[src/rv_isa_pkg.sv]
package rv_isa_pkg;

    localparam int xlen       = 32;
    localparam int reg_addr_w = 5;

    localparam logic [xlen-1:0] ebreak_inst = 32'h0010_0073;

    // Major opcodes of the supported RV32I subset.
    typedef enum logic [6:0] {
        op_lui    = 7'b0110111,
        op_auipc  = 7'b0010111,
        op_jal    = 7'b1101111,
        op_jalr   = 7'b1100111,
        op_branch = 7'b1100011,
        op_load   = 7'b0000011,
        op_store  = 7'b0100011,
        op_imm    = 7'b0010011,
        op_reg    = 7'b0110011,
        op_system = 7'b1110011
    } opcode_e;

    // Loads, stores and branches share these codes.
    typedef enum logic [2:0] {
        f3_byte   = 3'b000, // LB, SB, BEQ.
        f3_half   = 3'b001, // LH, SH, BNE.
        f3_word   = 3'b010, // LW, SW.
        f3_byte_u = 3'b100, // LBU, BLT.
        f3_half_u = 3'b101, // LHU, BGE.
        f3_ltu    = 3'b110, // BLTU.
        f3_geu    = 3'b111  // BGEU.
    } funct3_e;

    typedef enum logic [3:0] {
        alu_add,
        alu_sub,
        alu_sll,
        alu_slt,
        alu_sltu,
        alu_xor,
        alu_srl,
        alu_sra,
        alu_or,
        alu_and
    } alu_op_e;

endpackage
[src/core_cfg_pkg.sv]
package core_cfg_pkg;

    localparam logic [rv_isa_pkg::xlen-1:0] reset_pc = '0;

    localparam int strb_w = 4;

    typedef enum logic [2:0] {
        st_fetch,
        st_execute,
        st_memory,
        st_writeback,
        st_halted
    } seq_state_e;

    // Side that issued the request now in flight.
    typedef enum logic {
        own_fetch,
        own_data
    } bus_owner_e;

endpackage

[src/bus_if.sv]
`timescale 1ns/10ps

interface fetch_bus_if;

    logic                        req;
    logic [rv_isa_pkg::xlen-1:0] addr;
    logic                        rvalid;
    logic [rv_isa_pkg::xlen-1:0] rdata;

    modport requester (output req, addr, input rvalid, rdata);
    modport responder (input req, addr, output rvalid, rdata);

endinterface

interface data_bus_if;

    logic                            req;
    logic                            we;
    logic [rv_isa_pkg::xlen-1:0]     addr;
    logic [rv_isa_pkg::xlen-1:0]     wdata;
    logic [core_cfg_pkg::strb_w-1:0] wstrb;
    logic                            rvalid; // Read data or write ack.
    logic [rv_isa_pkg::xlen-1:0]     rdata;

    modport requester (output req, we, addr, wdata, wstrb, input rvalid, rdata);
    modport responder (input req, we, addr, wdata, wstrb, output rvalid, rdata);

endinterface

[src/rv_core_top.sv]
`timescale 1ns/10ps

module rv_core_top (
    input  logic                            clk,
    input  logic                            arst_n,
    output logic                            mem_req,
    output logic                            mem_we,
    output logic [rv_isa_pkg::xlen-1:0]     mem_addr,
    output logic [rv_isa_pkg::xlen-1:0]     mem_wdata,
    output logic [core_cfg_pkg::strb_w-1:0] mem_wstrb,
    input  logic                            mem_rvalid,
    input  logic [rv_isa_pkg::xlen-1:0]     mem_rdata,
    output logic                            retire,
    output logic [rv_isa_pkg::xlen-1:0]     retire_pc,
    output logic                            halt,
    output logic [rv_isa_pkg::xlen-1:0]     exit_code
);

    logic [rv_isa_pkg::xlen-1:0] pc;
    logic [rv_isa_pkg::xlen-1:0] inst;
    logic                        inst_valid;
    logic                        fetch_start;
    logic                        pc_load;
    logic [rv_isa_pkg::xlen-1:0] next_pc;
    logic                        mem_start;
    logic                        is_store;
    rv_isa_pkg::funct3_e         funct3;
    logic [rv_isa_pkg::xlen-1:0] mem_addr_calc;
    logic [rv_isa_pkg::xlen-1:0] store_data;
    logic [rv_isa_pkg::xlen-1:0] load_data;
    logic                        mem_done;

    fetch_bus_if fetch_bus ();
    data_bus_if  data_bus ();

    fetch_unit fetch_unit_i (
        .clk         (clk          ),
        .arst_n      (arst_n       ),
        .fetch_start (fetch_start  ),
        .pc_load     (pc_load      ),
        .next_pc     (next_pc      ),
        .pc          (pc           ),
        .inst        (inst         ),
        .inst_valid  (inst_valid   ),
        .bus         (fetch_bus    )
    );

    lsu lsu_i (
        .clk         (clk          ),
        .arst_n      (arst_n       ),
        .mem_start   (mem_start    ),
        .is_store    (is_store     ),
        .funct3      (funct3       ),
        .addr        (mem_addr_calc),
        .store_data  (store_data   ),
        .load_data   (load_data    ),
        .mem_done    (mem_done     ),
        .bus         (data_bus     )
    );

    mem_arbiter mem_arbiter_i (
        .clk         (clk          ),
        .arst_n      (arst_n       ),
        .fetch_bus   (fetch_bus    ),
        .data_bus    (data_bus     ),
        .mem_req     (mem_req      ),
        .mem_we      (mem_we       ),
        .mem_addr    (mem_addr     ),
        .mem_wdata   (mem_wdata    ),
        .mem_wstrb   (mem_wstrb    ),
        .mem_rvalid  (mem_rvalid   ),
        .mem_rdata   (mem_rdata    )
    );

    exec_unit exec_unit_i (
        .clk           (clk          ),
        .arst_n        (arst_n       ),
        .pc            (pc           ),
        .inst          (inst         ),
        .inst_valid    (inst_valid   ),
        .load_data     (load_data    ),
        .mem_done      (mem_done     ),
        .fetch_start   (fetch_start  ),
        .pc_load       (pc_load      ),
        .next_pc       (next_pc      ),
        .mem_start     (mem_start    ),
        .is_store      (is_store     ),
        .funct3        (funct3       ),
        .mem_addr_calc (mem_addr_calc),
        .store_data    (store_data   ),
        .retire        (retire       ),
        .retire_pc     (retire_pc    ),
        .halt          (halt         ),
        .exit_code     (exit_code    )
    );

endmodule

[src/exec_unit.sv]
`timescale 1ns/10ps

module exec_unit (
    input  logic                        clk,
    input  logic                        arst_n,
    input  logic [rv_isa_pkg::xlen-1:0] pc,
    input  logic [rv_isa_pkg::xlen-1:0] inst,
    input  logic                        inst_valid,
    input  logic [rv_isa_pkg::xlen-1:0] load_data,
    input  logic                        mem_done,
    output logic                        fetch_start,
    output logic                        pc_load,
    output logic [rv_isa_pkg::xlen-1:0] next_pc,
    output logic                        mem_start,
    output logic                        is_store,
    output rv_isa_pkg::funct3_e         funct3,
    output logic [rv_isa_pkg::xlen-1:0] mem_addr_calc,
    output logic [rv_isa_pkg::xlen-1:0] store_data,
    output logic                        retire,
    output logic [rv_isa_pkg::xlen-1:0] retire_pc,
    output logic                        halt,
    output logic [rv_isa_pkg::xlen-1:0] exit_code
);

    core_cfg_pkg::seq_state_e          state;
    rv_isa_pkg::opcode_e               opcode;
    rv_isa_pkg::alu_op_e               alu_op;
    logic [rv_isa_pkg::xlen-1:0]       imm;
    logic [rv_isa_pkg::xlen-1:0]       op_a;
    logic [rv_isa_pkg::xlen-1:0]       op_b;
    logic [rv_isa_pkg::xlen-1:0]       alu_out;
    logic [rv_isa_pkg::xlen-1:0]       rs1_data;
    logic [rv_isa_pkg::xlen-1:0]       rs2_data;
    logic [rv_isa_pkg::xlen-1:0]       rd_data;
    logic [rv_isa_pkg::reg_addr_w-1:0] rs1_addr;
    logic                              is_load;
    logic                              is_ebreak;
    logic                              writes_rd;
    logic                              take_branch;

    assign opcode    = rv_isa_pkg::opcode_e'(inst[6:0]);
    assign funct3    = rv_isa_pkg::funct3_e'(inst[14:12]);
    assign is_load   = opcode == rv_isa_pkg::op_load;
    assign is_store  = opcode == rv_isa_pkg::op_store;
    assign is_ebreak = inst == rv_isa_pkg::ebreak_inst;
    assign writes_rd = opcode inside {rv_isa_pkg::op_lui, rv_isa_pkg::op_auipc,
                                      rv_isa_pkg::op_jal, rv_isa_pkg::op_jalr,
                                      rv_isa_pkg::op_load, rv_isa_pkg::op_imm,
                                      rv_isa_pkg::op_reg};

    // EBREAK borrows port 1 to read a0.
    assign rs1_addr = is_ebreak ? 5'd10 : inst[19:15];

    always_comb begin
        case (opcode)
            rv_isa_pkg::op_lui,
            rv_isa_pkg::op_auipc:  imm = {inst[31:12], 12'b0};
            rv_isa_pkg::op_jal:    imm = {{12{inst[31]}}, inst[19:12], inst[20], inst[30:21], 1'b0};
            rv_isa_pkg::op_branch: imm = {{20{inst[31]}}, inst[7], inst[30:25], inst[11:8], 1'b0};
            rv_isa_pkg::op_store:  imm = {{21{inst[31]}}, inst[30:25], inst[11:7]};
            default:               imm = {{21{inst[31]}}, inst[30:20]};
        endcase
    end

    always_comb begin
        alu_op = rv_isa_pkg::alu_add; // Address and upper-immediate sums.
        if (opcode == rv_isa_pkg::op_imm || opcode == rv_isa_pkg::op_reg) begin
            case (inst[14:12])
                3'b000:  alu_op = (opcode == rv_isa_pkg::op_reg && inst[30]) ?
                                  rv_isa_pkg::alu_sub : rv_isa_pkg::alu_add;
                3'b001:  alu_op = rv_isa_pkg::alu_sll;
                3'b010:  alu_op = rv_isa_pkg::alu_slt;
                3'b011:  alu_op = rv_isa_pkg::alu_sltu;
                3'b100:  alu_op = rv_isa_pkg::alu_xor;
                3'b101:  alu_op = inst[30] ? rv_isa_pkg::alu_sra : rv_isa_pkg::alu_srl;
                3'b110:  alu_op = rv_isa_pkg::alu_or;
                default: alu_op = rv_isa_pkg::alu_and;
            endcase
        end
    end

    always_comb begin
        case (opcode)
            rv_isa_pkg::op_lui:   op_a = '0;
            rv_isa_pkg::op_auipc: op_a = pc;
            default:              op_a = rs1_data;
        endcase
    end

    assign op_b = (opcode == rv_isa_pkg::op_reg) ? rs2_data : imm;

    always_comb begin
        case (alu_op)
            rv_isa_pkg::alu_sub:  alu_out = op_a - op_b;
            rv_isa_pkg::alu_sll:  alu_out = op_a << op_b[4:0];
            rv_isa_pkg::alu_slt:  alu_out = {31'b0, $signed(op_a) < $signed(op_b)};
            rv_isa_pkg::alu_sltu: alu_out = {31'b0, op_a < op_b};
            rv_isa_pkg::alu_xor:  alu_out = op_a ^ op_b;
            rv_isa_pkg::alu_srl:  alu_out = op_a >> op_b[4:0];
            rv_isa_pkg::alu_sra:  alu_out = $signed(op_a) >>> op_b[4:0];
            rv_isa_pkg::alu_or:   alu_out = op_a | op_b;
            rv_isa_pkg::alu_and:  alu_out = op_a & op_b;
            default:              alu_out = op_a + op_b;
        endcase
    end

    // Branch codes reuse the load width names.
    always_comb begin
        case (funct3)
            rv_isa_pkg::f3_byte:   take_branch = rs1_data == rs2_data;
            rv_isa_pkg::f3_half:   take_branch = rs1_data != rs2_data;
            rv_isa_pkg::f3_byte_u: take_branch = $signed(rs1_data) < $signed(rs2_data);
            rv_isa_pkg::f3_half_u: take_branch = $signed(rs1_data) >= $signed(rs2_data);
            rv_isa_pkg::f3_ltu:    take_branch = rs1_data < rs2_data;
            rv_isa_pkg::f3_geu:    take_branch = rs1_data >= rs2_data;
            default:               take_branch = 1'b0;
        endcase
    end

    always_comb begin
        case (opcode)
            rv_isa_pkg::op_jal:    next_pc = pc + imm;
            rv_isa_pkg::op_jalr:   next_pc = {alu_out[31:1], 1'b0};
            rv_isa_pkg::op_branch: next_pc = take_branch ? pc + imm : pc + 32'd4;
            default:               next_pc = pc + 32'd4;
        endcase
    end

    always_comb begin
        if (is_load) begin
            rd_data = load_data;
        end else if (opcode == rv_isa_pkg::op_jal || opcode == rv_isa_pkg::op_jalr) begin
            rd_data = pc + 32'd4; // Link value.
        end else begin
            rd_data = alu_out;
        end
    end

    assign mem_addr_calc = alu_out;
    assign store_data    = rs2_data;
    assign mem_start     = state == core_cfg_pkg::st_execute && (is_load || is_store);
    assign retire        = state == core_cfg_pkg::st_writeback;
    assign pc_load       = retire && !is_ebreak;
    assign retire_pc     = pc;
    assign halt          = state == core_cfg_pkg::st_halted;

    always_ff @(posedge clk or negedge arst_n) begin
        if (!arst_n) begin
            state       <= core_cfg_pkg::st_fetch;
            fetch_start <= 1'b1; // First fetch right out of reset.
            exit_code   <= '0;
        end else begin
            fetch_start <= 1'b0;
            case (state)
                core_cfg_pkg::st_fetch: begin
                    if (inst_valid) begin
                        state <= core_cfg_pkg::st_execute;
                    end
                end
                core_cfg_pkg::st_execute: begin
                    if (is_load || is_store) begin
                        state <= core_cfg_pkg::st_memory;
                    end else begin
                        state       <= core_cfg_pkg::st_writeback;
                        fetch_start <= !is_ebreak;
                    end
                    if (is_ebreak) begin
                        exit_code <= rs1_data;
                    end
                end
                core_cfg_pkg::st_memory: begin
                    if (mem_done) begin
                        state       <= core_cfg_pkg::st_writeback;
                        fetch_start <= 1'b1;
                    end
                end
                core_cfg_pkg::st_writeback: begin
                    state <= is_ebreak ? core_cfg_pkg::st_halted : core_cfg_pkg::st_fetch;
                end
                default: ; // Halted for good.
            endcase
        end
    end

    regfile regfile_i (
        .clk      (clk),
        .arst_n   (arst_n),
        .rs1_addr (rs1_addr),
        .rs2_addr (inst[24:20]),
        .wen      (retire && writes_rd),
        .rd_addr  (inst[11:7]),
        .rd_data  (rd_data),
        .rs1_data (rs1_data),
        .rs2_data (rs2_data)
    );

endmodule

[src/regfile.sv]
`timescale 1ns/10ps

module regfile (
    input  logic                              clk,
    input  logic                              arst_n,
    input  logic [rv_isa_pkg::reg_addr_w-1:0] rs1_addr,
    input  logic [rv_isa_pkg::reg_addr_w-1:0] rs2_addr,
    input  logic                              wen,
    input  logic [rv_isa_pkg::reg_addr_w-1:0] rd_addr,
    input  logic [rv_isa_pkg::xlen-1:0]       rd_data,
    output logic [rv_isa_pkg::xlen-1:0]       rs1_data,
    output logic [rv_isa_pkg::xlen-1:0]       rs2_data
);

    logic [rv_isa_pkg::xlen-1:0] regs [1:31]; // No storage behind x0.

    always_ff @(posedge clk or negedge arst_n) begin
        if (!arst_n) begin
            for (int i = 1; i < 32; i++) begin
                regs[i] <= '0;
            end
        end else if (wen && rd_addr != '0) begin
            regs[rd_addr] <= rd_data;
        end
    end

    assign rs1_data = (rs1_addr == '0) ? '0 : regs[rs1_addr];
    assign rs2_data = (rs2_addr == '0) ? '0 : regs[rs2_addr];

endmodule

[src/mem_arbiter.sv]
`timescale 1ns/10ps

module mem_arbiter (
    input  logic                            clk,
    input  logic                            arst_n,
    fetch_bus_if.responder                  fetch_bus,
    data_bus_if.responder                   data_bus,
    output logic                            mem_req,
    output logic                            mem_we,
    output logic [rv_isa_pkg::xlen-1:0]     mem_addr,
    output logic [rv_isa_pkg::xlen-1:0]     mem_wdata,
    output logic [core_cfg_pkg::strb_w-1:0] mem_wstrb,
    input  logic                            mem_rvalid,
    input  logic [rv_isa_pkg::xlen-1:0]     mem_rdata
);

    core_cfg_pkg::bus_owner_e owner;

    // The sequencer never raises both requests in one cycle.
    always_ff @(posedge clk or negedge arst_n) begin
        if (!arst_n) begin
            owner <= core_cfg_pkg::own_fetch;
        end else if (data_bus.req) begin
            owner <= core_cfg_pkg::own_data;
        end else if (fetch_bus.req) begin
            owner <= core_cfg_pkg::own_fetch;
        end
    end

    assign mem_req   = fetch_bus.req | data_bus.req;
    assign mem_we    = data_bus.req & data_bus.we;
    assign mem_addr  = data_bus.req ? data_bus.addr : fetch_bus.addr;
    assign mem_wdata = data_bus.wdata;
    assign mem_wstrb = data_bus.req ? data_bus.wstrb : '0; // Fetch is a plain read.

    // Response goes back only to the side that owns the port.
    assign fetch_bus.rvalid = mem_rvalid && owner == core_cfg_pkg::own_fetch;
    assign fetch_bus.rdata  = mem_rdata;
    assign data_bus.rvalid  = mem_rvalid && owner == core_cfg_pkg::own_data;
    assign data_bus.rdata   = mem_rdata;

endmodule

[src/lsu.sv]
`timescale 1ns/10ps

module lsu (
    input  logic                        clk,
    input  logic                        arst_n,
    input  logic                        mem_start,
    input  logic                        is_store,
    input  rv_isa_pkg::funct3_e         funct3,
    input  logic [rv_isa_pkg::xlen-1:0] addr,
    input  logic [rv_isa_pkg::xlen-1:0] store_data,
    output logic [rv_isa_pkg::xlen-1:0] load_data,
    output logic                        mem_done,
    data_bus_if.requester               bus
);

    logic [1:0]                      off_q;
    rv_isa_pkg::funct3_e             f3_q;
    logic [core_cfg_pkg::strb_w-1:0] strb;
    logic [rv_isa_pkg::xlen-1:0]     lanes;
    logic [rv_isa_pkg::xlen-1:0]     shifted;
    logic [rv_isa_pkg::xlen-1:0]     ext;

    // Replicate the store value into every lane and enable only the addressed ones.
    always_comb begin
        case (funct3)
            rv_isa_pkg::f3_byte: begin
                strb  = 4'b0001 << addr[1:0];
                lanes = {4{store_data[7:0]}};
            end
            rv_isa_pkg::f3_half: begin
                strb  = 4'b0011 << {addr[1], 1'b0};
                lanes = {2{store_data[15:0]}};
            end
            default: begin
                strb  = 4'b1111;
                lanes = store_data;
            end
        endcase
    end

    always_ff @(posedge clk or negedge arst_n) begin
        if (!arst_n) begin
            bus.req  <= 1'b0;
            mem_done <= 1'b0;
        end else begin
            bus.req  <= mem_start;
            mem_done <= bus.rvalid;
        end
    end

    always_ff @(posedge clk) begin
        if (mem_start) begin
            bus.we    <= is_store;
            bus.addr  <= {addr[rv_isa_pkg::xlen-1:2], 2'b00}; // Word aligned.
            bus.wdata <= lanes;
            bus.wstrb <= is_store ? strb : '0;
            off_q     <= addr[1:0];
            f3_q      <= funct3;
        end
        if (bus.rvalid) begin
            load_data <= ext;
        end
    end

    // Move the addressed byte or half down to bit 0, then extend.
    always_comb begin
        shifted = bus.rdata >> {off_q, 3'b000};
        case (f3_q)
            rv_isa_pkg::f3_byte:   ext = {{24{shifted[7]}}, shifted[7:0]};
            rv_isa_pkg::f3_half:   ext = {{16{shifted[15]}}, shifted[15:0]};
            rv_isa_pkg::f3_byte_u: ext = {24'b0, shifted[7:0]};
            rv_isa_pkg::f3_half_u: ext = {16'b0, shifted[15:0]};
            default:               ext = shifted;
        endcase
    end

endmodule

[src/fetch_unit.sv]
`timescale 1ns/10ps

module fetch_unit (
    input  logic                        clk,
    input  logic                        arst_n,
    input  logic                        fetch_start,
    input  logic                        pc_load,
    input  logic [rv_isa_pkg::xlen-1:0] next_pc,
    output logic [rv_isa_pkg::xlen-1:0] pc,
    output logic [rv_isa_pkg::xlen-1:0] inst,
    output logic                        inst_valid,
    fetch_bus_if.requester              bus
);

    always_ff @(posedge clk or negedge arst_n) begin
        if (!arst_n) begin
            pc         <= core_cfg_pkg::reset_pc;
            bus.req    <= 1'b0;
            inst_valid <= 1'b0;
        end else begin
            if (pc_load) begin
                pc <= next_pc;
            end
            bus.req    <= fetch_start;
            inst_valid <= bus.rvalid;
        end
    end

    // Instruction register, held until the next fetch returns.
    always_ff @(posedge clk) begin
        if (bus.rvalid) begin
            inst <= bus.rdata;
        end
    end

    assign bus.addr = pc; // Already updated when pc_load and fetch_start coincide.

endmodule

[config.mk]
export PLATFORM = sky130hd
export DESIGN_NAME = rv_core_top
export DESIGN_NICKNAME = d
export VERILOG_FILES = /design/src/rv_isa_pkg.sv /design/src/core_cfg_pkg.sv /design/src/bus_if.sv /design/src/rv_core_top.sv /design/src/exec_unit.sv /design/src/regfile.sv /design/src/mem_arbiter.sv /design/src/lsu.sv /design/src/fetch_unit.sv
export SDC_FILE = /design/constraint.sdc
export NUM_CORES = 2
export LEC_CHECK = 0
export CORE_MARGIN = 4
export CORE_UTILIZATION = 40
export DETAILED_ROUTE_END_ITERATION = 7
export DONT_BUFFER_PORTS = 1
export PLACE_DENSITY = 0.54
export SYNTH_ARGS = -nofsm -noshare
export SYNTH_HDL_FRONTEND = slang
export SYNTH_SLANG_ARGS = --single-unit
[constraint.sdc]
create_clock -name clk -period 9.4 [get_ports clk]
set_clock_uncertainty 0.05 [all_clocks]
set_input_delay 1.41 -clock clk [delete_from_list [all_inputs] [get_ports clk]]
set_output_delay 1.41 -clock clk [all_outputs]
set_load 0.005 [all_outputs]
==> results_dict.tcl <==
set metrics [dict create \
    vias_per_cell 6.46 \
    irDropWorstVdd_v 0.000140 \
    dieArea_um2 194000 \
    leakage_nw 35.5 \
    final_cell_area_um2 84000 \
    cp.depth 26 \
    grt_usage_pct 36.0 \
    n_fill_cell 17712 \
    synth.top_cell.area_share_pct 35.5 \
    syn_inst 7629 \
    pwr-share-seq_pct 35.8 \
    fp.dieW_um 441 \
    start_kind "flop" \
    vias 65450 \
    yosysWarnings 0 \
    cts_buffers 142 \
    totalNegativeSetupSlack_ns 0 \
    grt_pass1_wl_um 497000 \
    wire_per_inst_um 34.9 \
    place_congestion 1.03 \
    clkPwrFrac_pct 35.6 \
    drive_gt1_share_pct 18.7 \
    drc 0 \
    slowest_delay_ns 0.91 \
    synth_nets 7823 \
    drt_iter0_drc 7711 \
    synth-seq-area-share_pct 41.0 \
    final_nets 7722 \
    clk_latency_ns 0.85 \
    cp_num_buf_inv 6 \
    cts_setup_buffers 0 \
    synthTopCellsByArea "dfrtp_1 36%, mux4_2 13%, edfxtp_1 5.4%" \
    cts_htree_levels 4 \
    multiInputGateArea_um2 40900 \
    hold_path_class "reg -> reg" \
    rsz0062_at_grt "no" \
    cp_slowest_cell "edfxtp_1" \
    cts_hold_buf 0 \
    initial_core_util_pct 40.3 \
    power.internal_mw 10.2 \
    p_sw_mw 5.86 \
    dr.pass1.iters 6 \
    drv_slew 0 \
    crit_top_cell "buf_4" \
    status "finished with violations" \
    fp.dieH_um 441 \
    synth_edf_count 136 \
    syn2layout_area_growth_pct 12.0 \
    path_class "reg -> reg" \
    layout_common_cells "1063 x dfrtp_1, 846 x nand2_1, 804 x nor2_1" \
    setup_viol 0 \
    cellPowerDensity_nw_per_um2 192 \
    async_flop_share_pct 88.7 \
    post-route-min-period_ns 9.21 \
    endpoint_kind "flop" \
    cts_tree "done" \
    antenna_found_initial 14 \
    mappedNetlistArea_um2 75000 \
    crit_arrival_ns 9.82 \
    io_pins 171 \
    synth_top_cell_by_area "dfrtp_1" \
    drt-total-wl_um 354000 \
    tightest_slew_ns 1.47 \
    drv_cap 2 \
    portBuffers 0 \
    hpwl_um 254000 \
    grt_max_degree 170 \
    ys.flop_type "dfrtp_1" \
    grt_pass1_vias 62639 \
    swShare_pct 36.4 \
    seq_area_um2 30700 \
    grt_overflow 0 \
    ant_nets 0 \
    ys_ff_latch 1201 \
    min_path_cells 0 \
    cp.required_ns 10.01 \
    placedInstanceArea_um2 79200 \
    cts-root-buf "clkbuf_16" \
    crit_family "compound AO/OA/AOI/OAI gates" \
    violations "capacitance limit" \
    combPwrFrac_pct 28.6 \
    min_period_over_period_pct 98.0 \
    num_rows 158 \
    ctsResizeCount 0 \
    clk_pin_slew_ns 0.06 \
    core_area_um2 186000 \
    clock_sinks 1201 \
    netlist-cell-type-count 120 \
    clk_path_buf_depth 3 \
    r2r_cells 26 \
    final_hold_viol_count 0 \
    avgSynthCellArea_um2 9.83 \
    clock.fmax_mhz 109 \
    slew_headroom_pct 1.69 \
    critPathMaxFanout 31 \
    final_common_cell "dfrtp_1" \
]
cell usage after synthesis (82+ instances only):
cell type / n
o21ai_0: 572
edfxtp_1: 136
dfrtp_1: 1064
ha_1: 156
a21oi_1: 796
mux4_2: 448
nor3_1: 82
buf_2: 150
mux2i_1: 223
inv_1: 160
nand2_1: 855
mux2_2: 136
nor2_1: 834
a211oi_1: 122
clkbuf_1: 399
o21ai_1: 209
final cells by class:
cell class	instances	area share (%)
repair buffers	432	4.48
clock buffers	214	5.07
diodes	5	0.0149
inverters	167	0.746
well taps	2480	3.69
clock inverters	45	0.633
multi-input cells	5584	48.8
flip-flops and latches	1201	36.6
stage by stage:
step                      utilization, %  power [mW]  worst slack (ns)  hold slack, ns  instances
after global routing                45.2        16.6             0.188           0.347      10125
after detailed placement            42.6        10.3             0.678           0.332       9864
after CTS                           45.2        16.0             0.637           0.339      10123
final                               45.2        16.1             0.191           0.340      10128
after floorplan                        -        8.20              2.13           0.329       7629
after global placement              42.6        10.3             0.577           0.331       9864
routing by layer:
metal	GRT usage, %	vias up	share of wire (%)
li1	-	27908	-
met1	46.6	33044	39
met2	53.9	3572	44
met3	8.20	922	9.0
met4	24.3	4	8.3
met5	0	-	0.0074
worst paths after layout:
check / from / endpoint / slack (ns)
hold reg to reg: exec_unit_i.fetch_start / fetch_unit_i.bus.req / 0.34
hold / removal: exec_unit_i.fetch_start / fetch_unit_i.bus.req / 0.34
min in group asynchronous: arst_n / exec_unit_i.exit_code[29] / 0.50
setup / recovery: fetch_unit_i.inst[17] / exec_unit_i.regfile_i.regs[479] / 0.19
setup reg to reg: fetch_unit_i.inst[17] / exec_unit_i.regfile_i.regs[479] / 0.19
max in group asynchronous: arst_n / exec_unit_i.exit_code[14] / 6.52
state kept, by name, indices dropped and copies added (netlist names):
| register | flops |
|---|---|
| lsu_i.mem_done | 1 |
| lsu_i.bus.wstrb | 4 |
| lsu_i.bus.we | 1 |
| exec_unit_i.fetch_start | 1 |
| lsu_i.bus.wdata | 32 |
| lsu_i.load_data | 32 |
| lsu_i.bus.addr | 30 |
| exec_unit_i.exit_code | 32 |
| lsu_i.f3_q | 3 |
| mem_arbiter_i.owner | 1 |
| fetch_unit_i.bus.addr | 32 |
| exec_unit_i.regfile_i.regs | 992 |
| lsu_i.off_q | 2 |
| fetch_unit_i.bus.req | 1 |
| fetch_unit_i.inst_valid | 1 |
| fetch_unit_i.inst | 32 |
| lsu_i.bus.req | 1 |
| exec_unit_i.state | 3 |
power groups by stage:
stage | clock network [mW] | registers (mW) | logic, mW
2_1_floorplan | 0 | 5.71 | 2.49
3_3_place_gp | 0 | 5.84 | 4.46
3_5_place_dp | 0 | 5.84 | 4.46
4_1_cts | 5.80 | 5.75 | 4.48
5_1_grt | 6.01 | 5.77 | 4.78
6_report | 5.73 | 5.76 | 4.61
kinds of logic (layout without fill, tap and decap cells):
family | Yosys count | after routing | share of synthesized area (%)
AOI/OAI and AO/OA | 2397 | 2397 | 19.5
and+or+nand+nor | 2147 | 2147 | 12.3
DFF | 1201 | 1201 | 41.0
buffers and inverters | 844 | 858 | 5.14
muxes | 808 | 808 | 18.5
adders and majority gates | 161 | 161 | 2.71
xor gates and xnor gates | 71 | 71 | 0.829
other | 0 | 5 | 0
(Power assumes the default switching activity.)
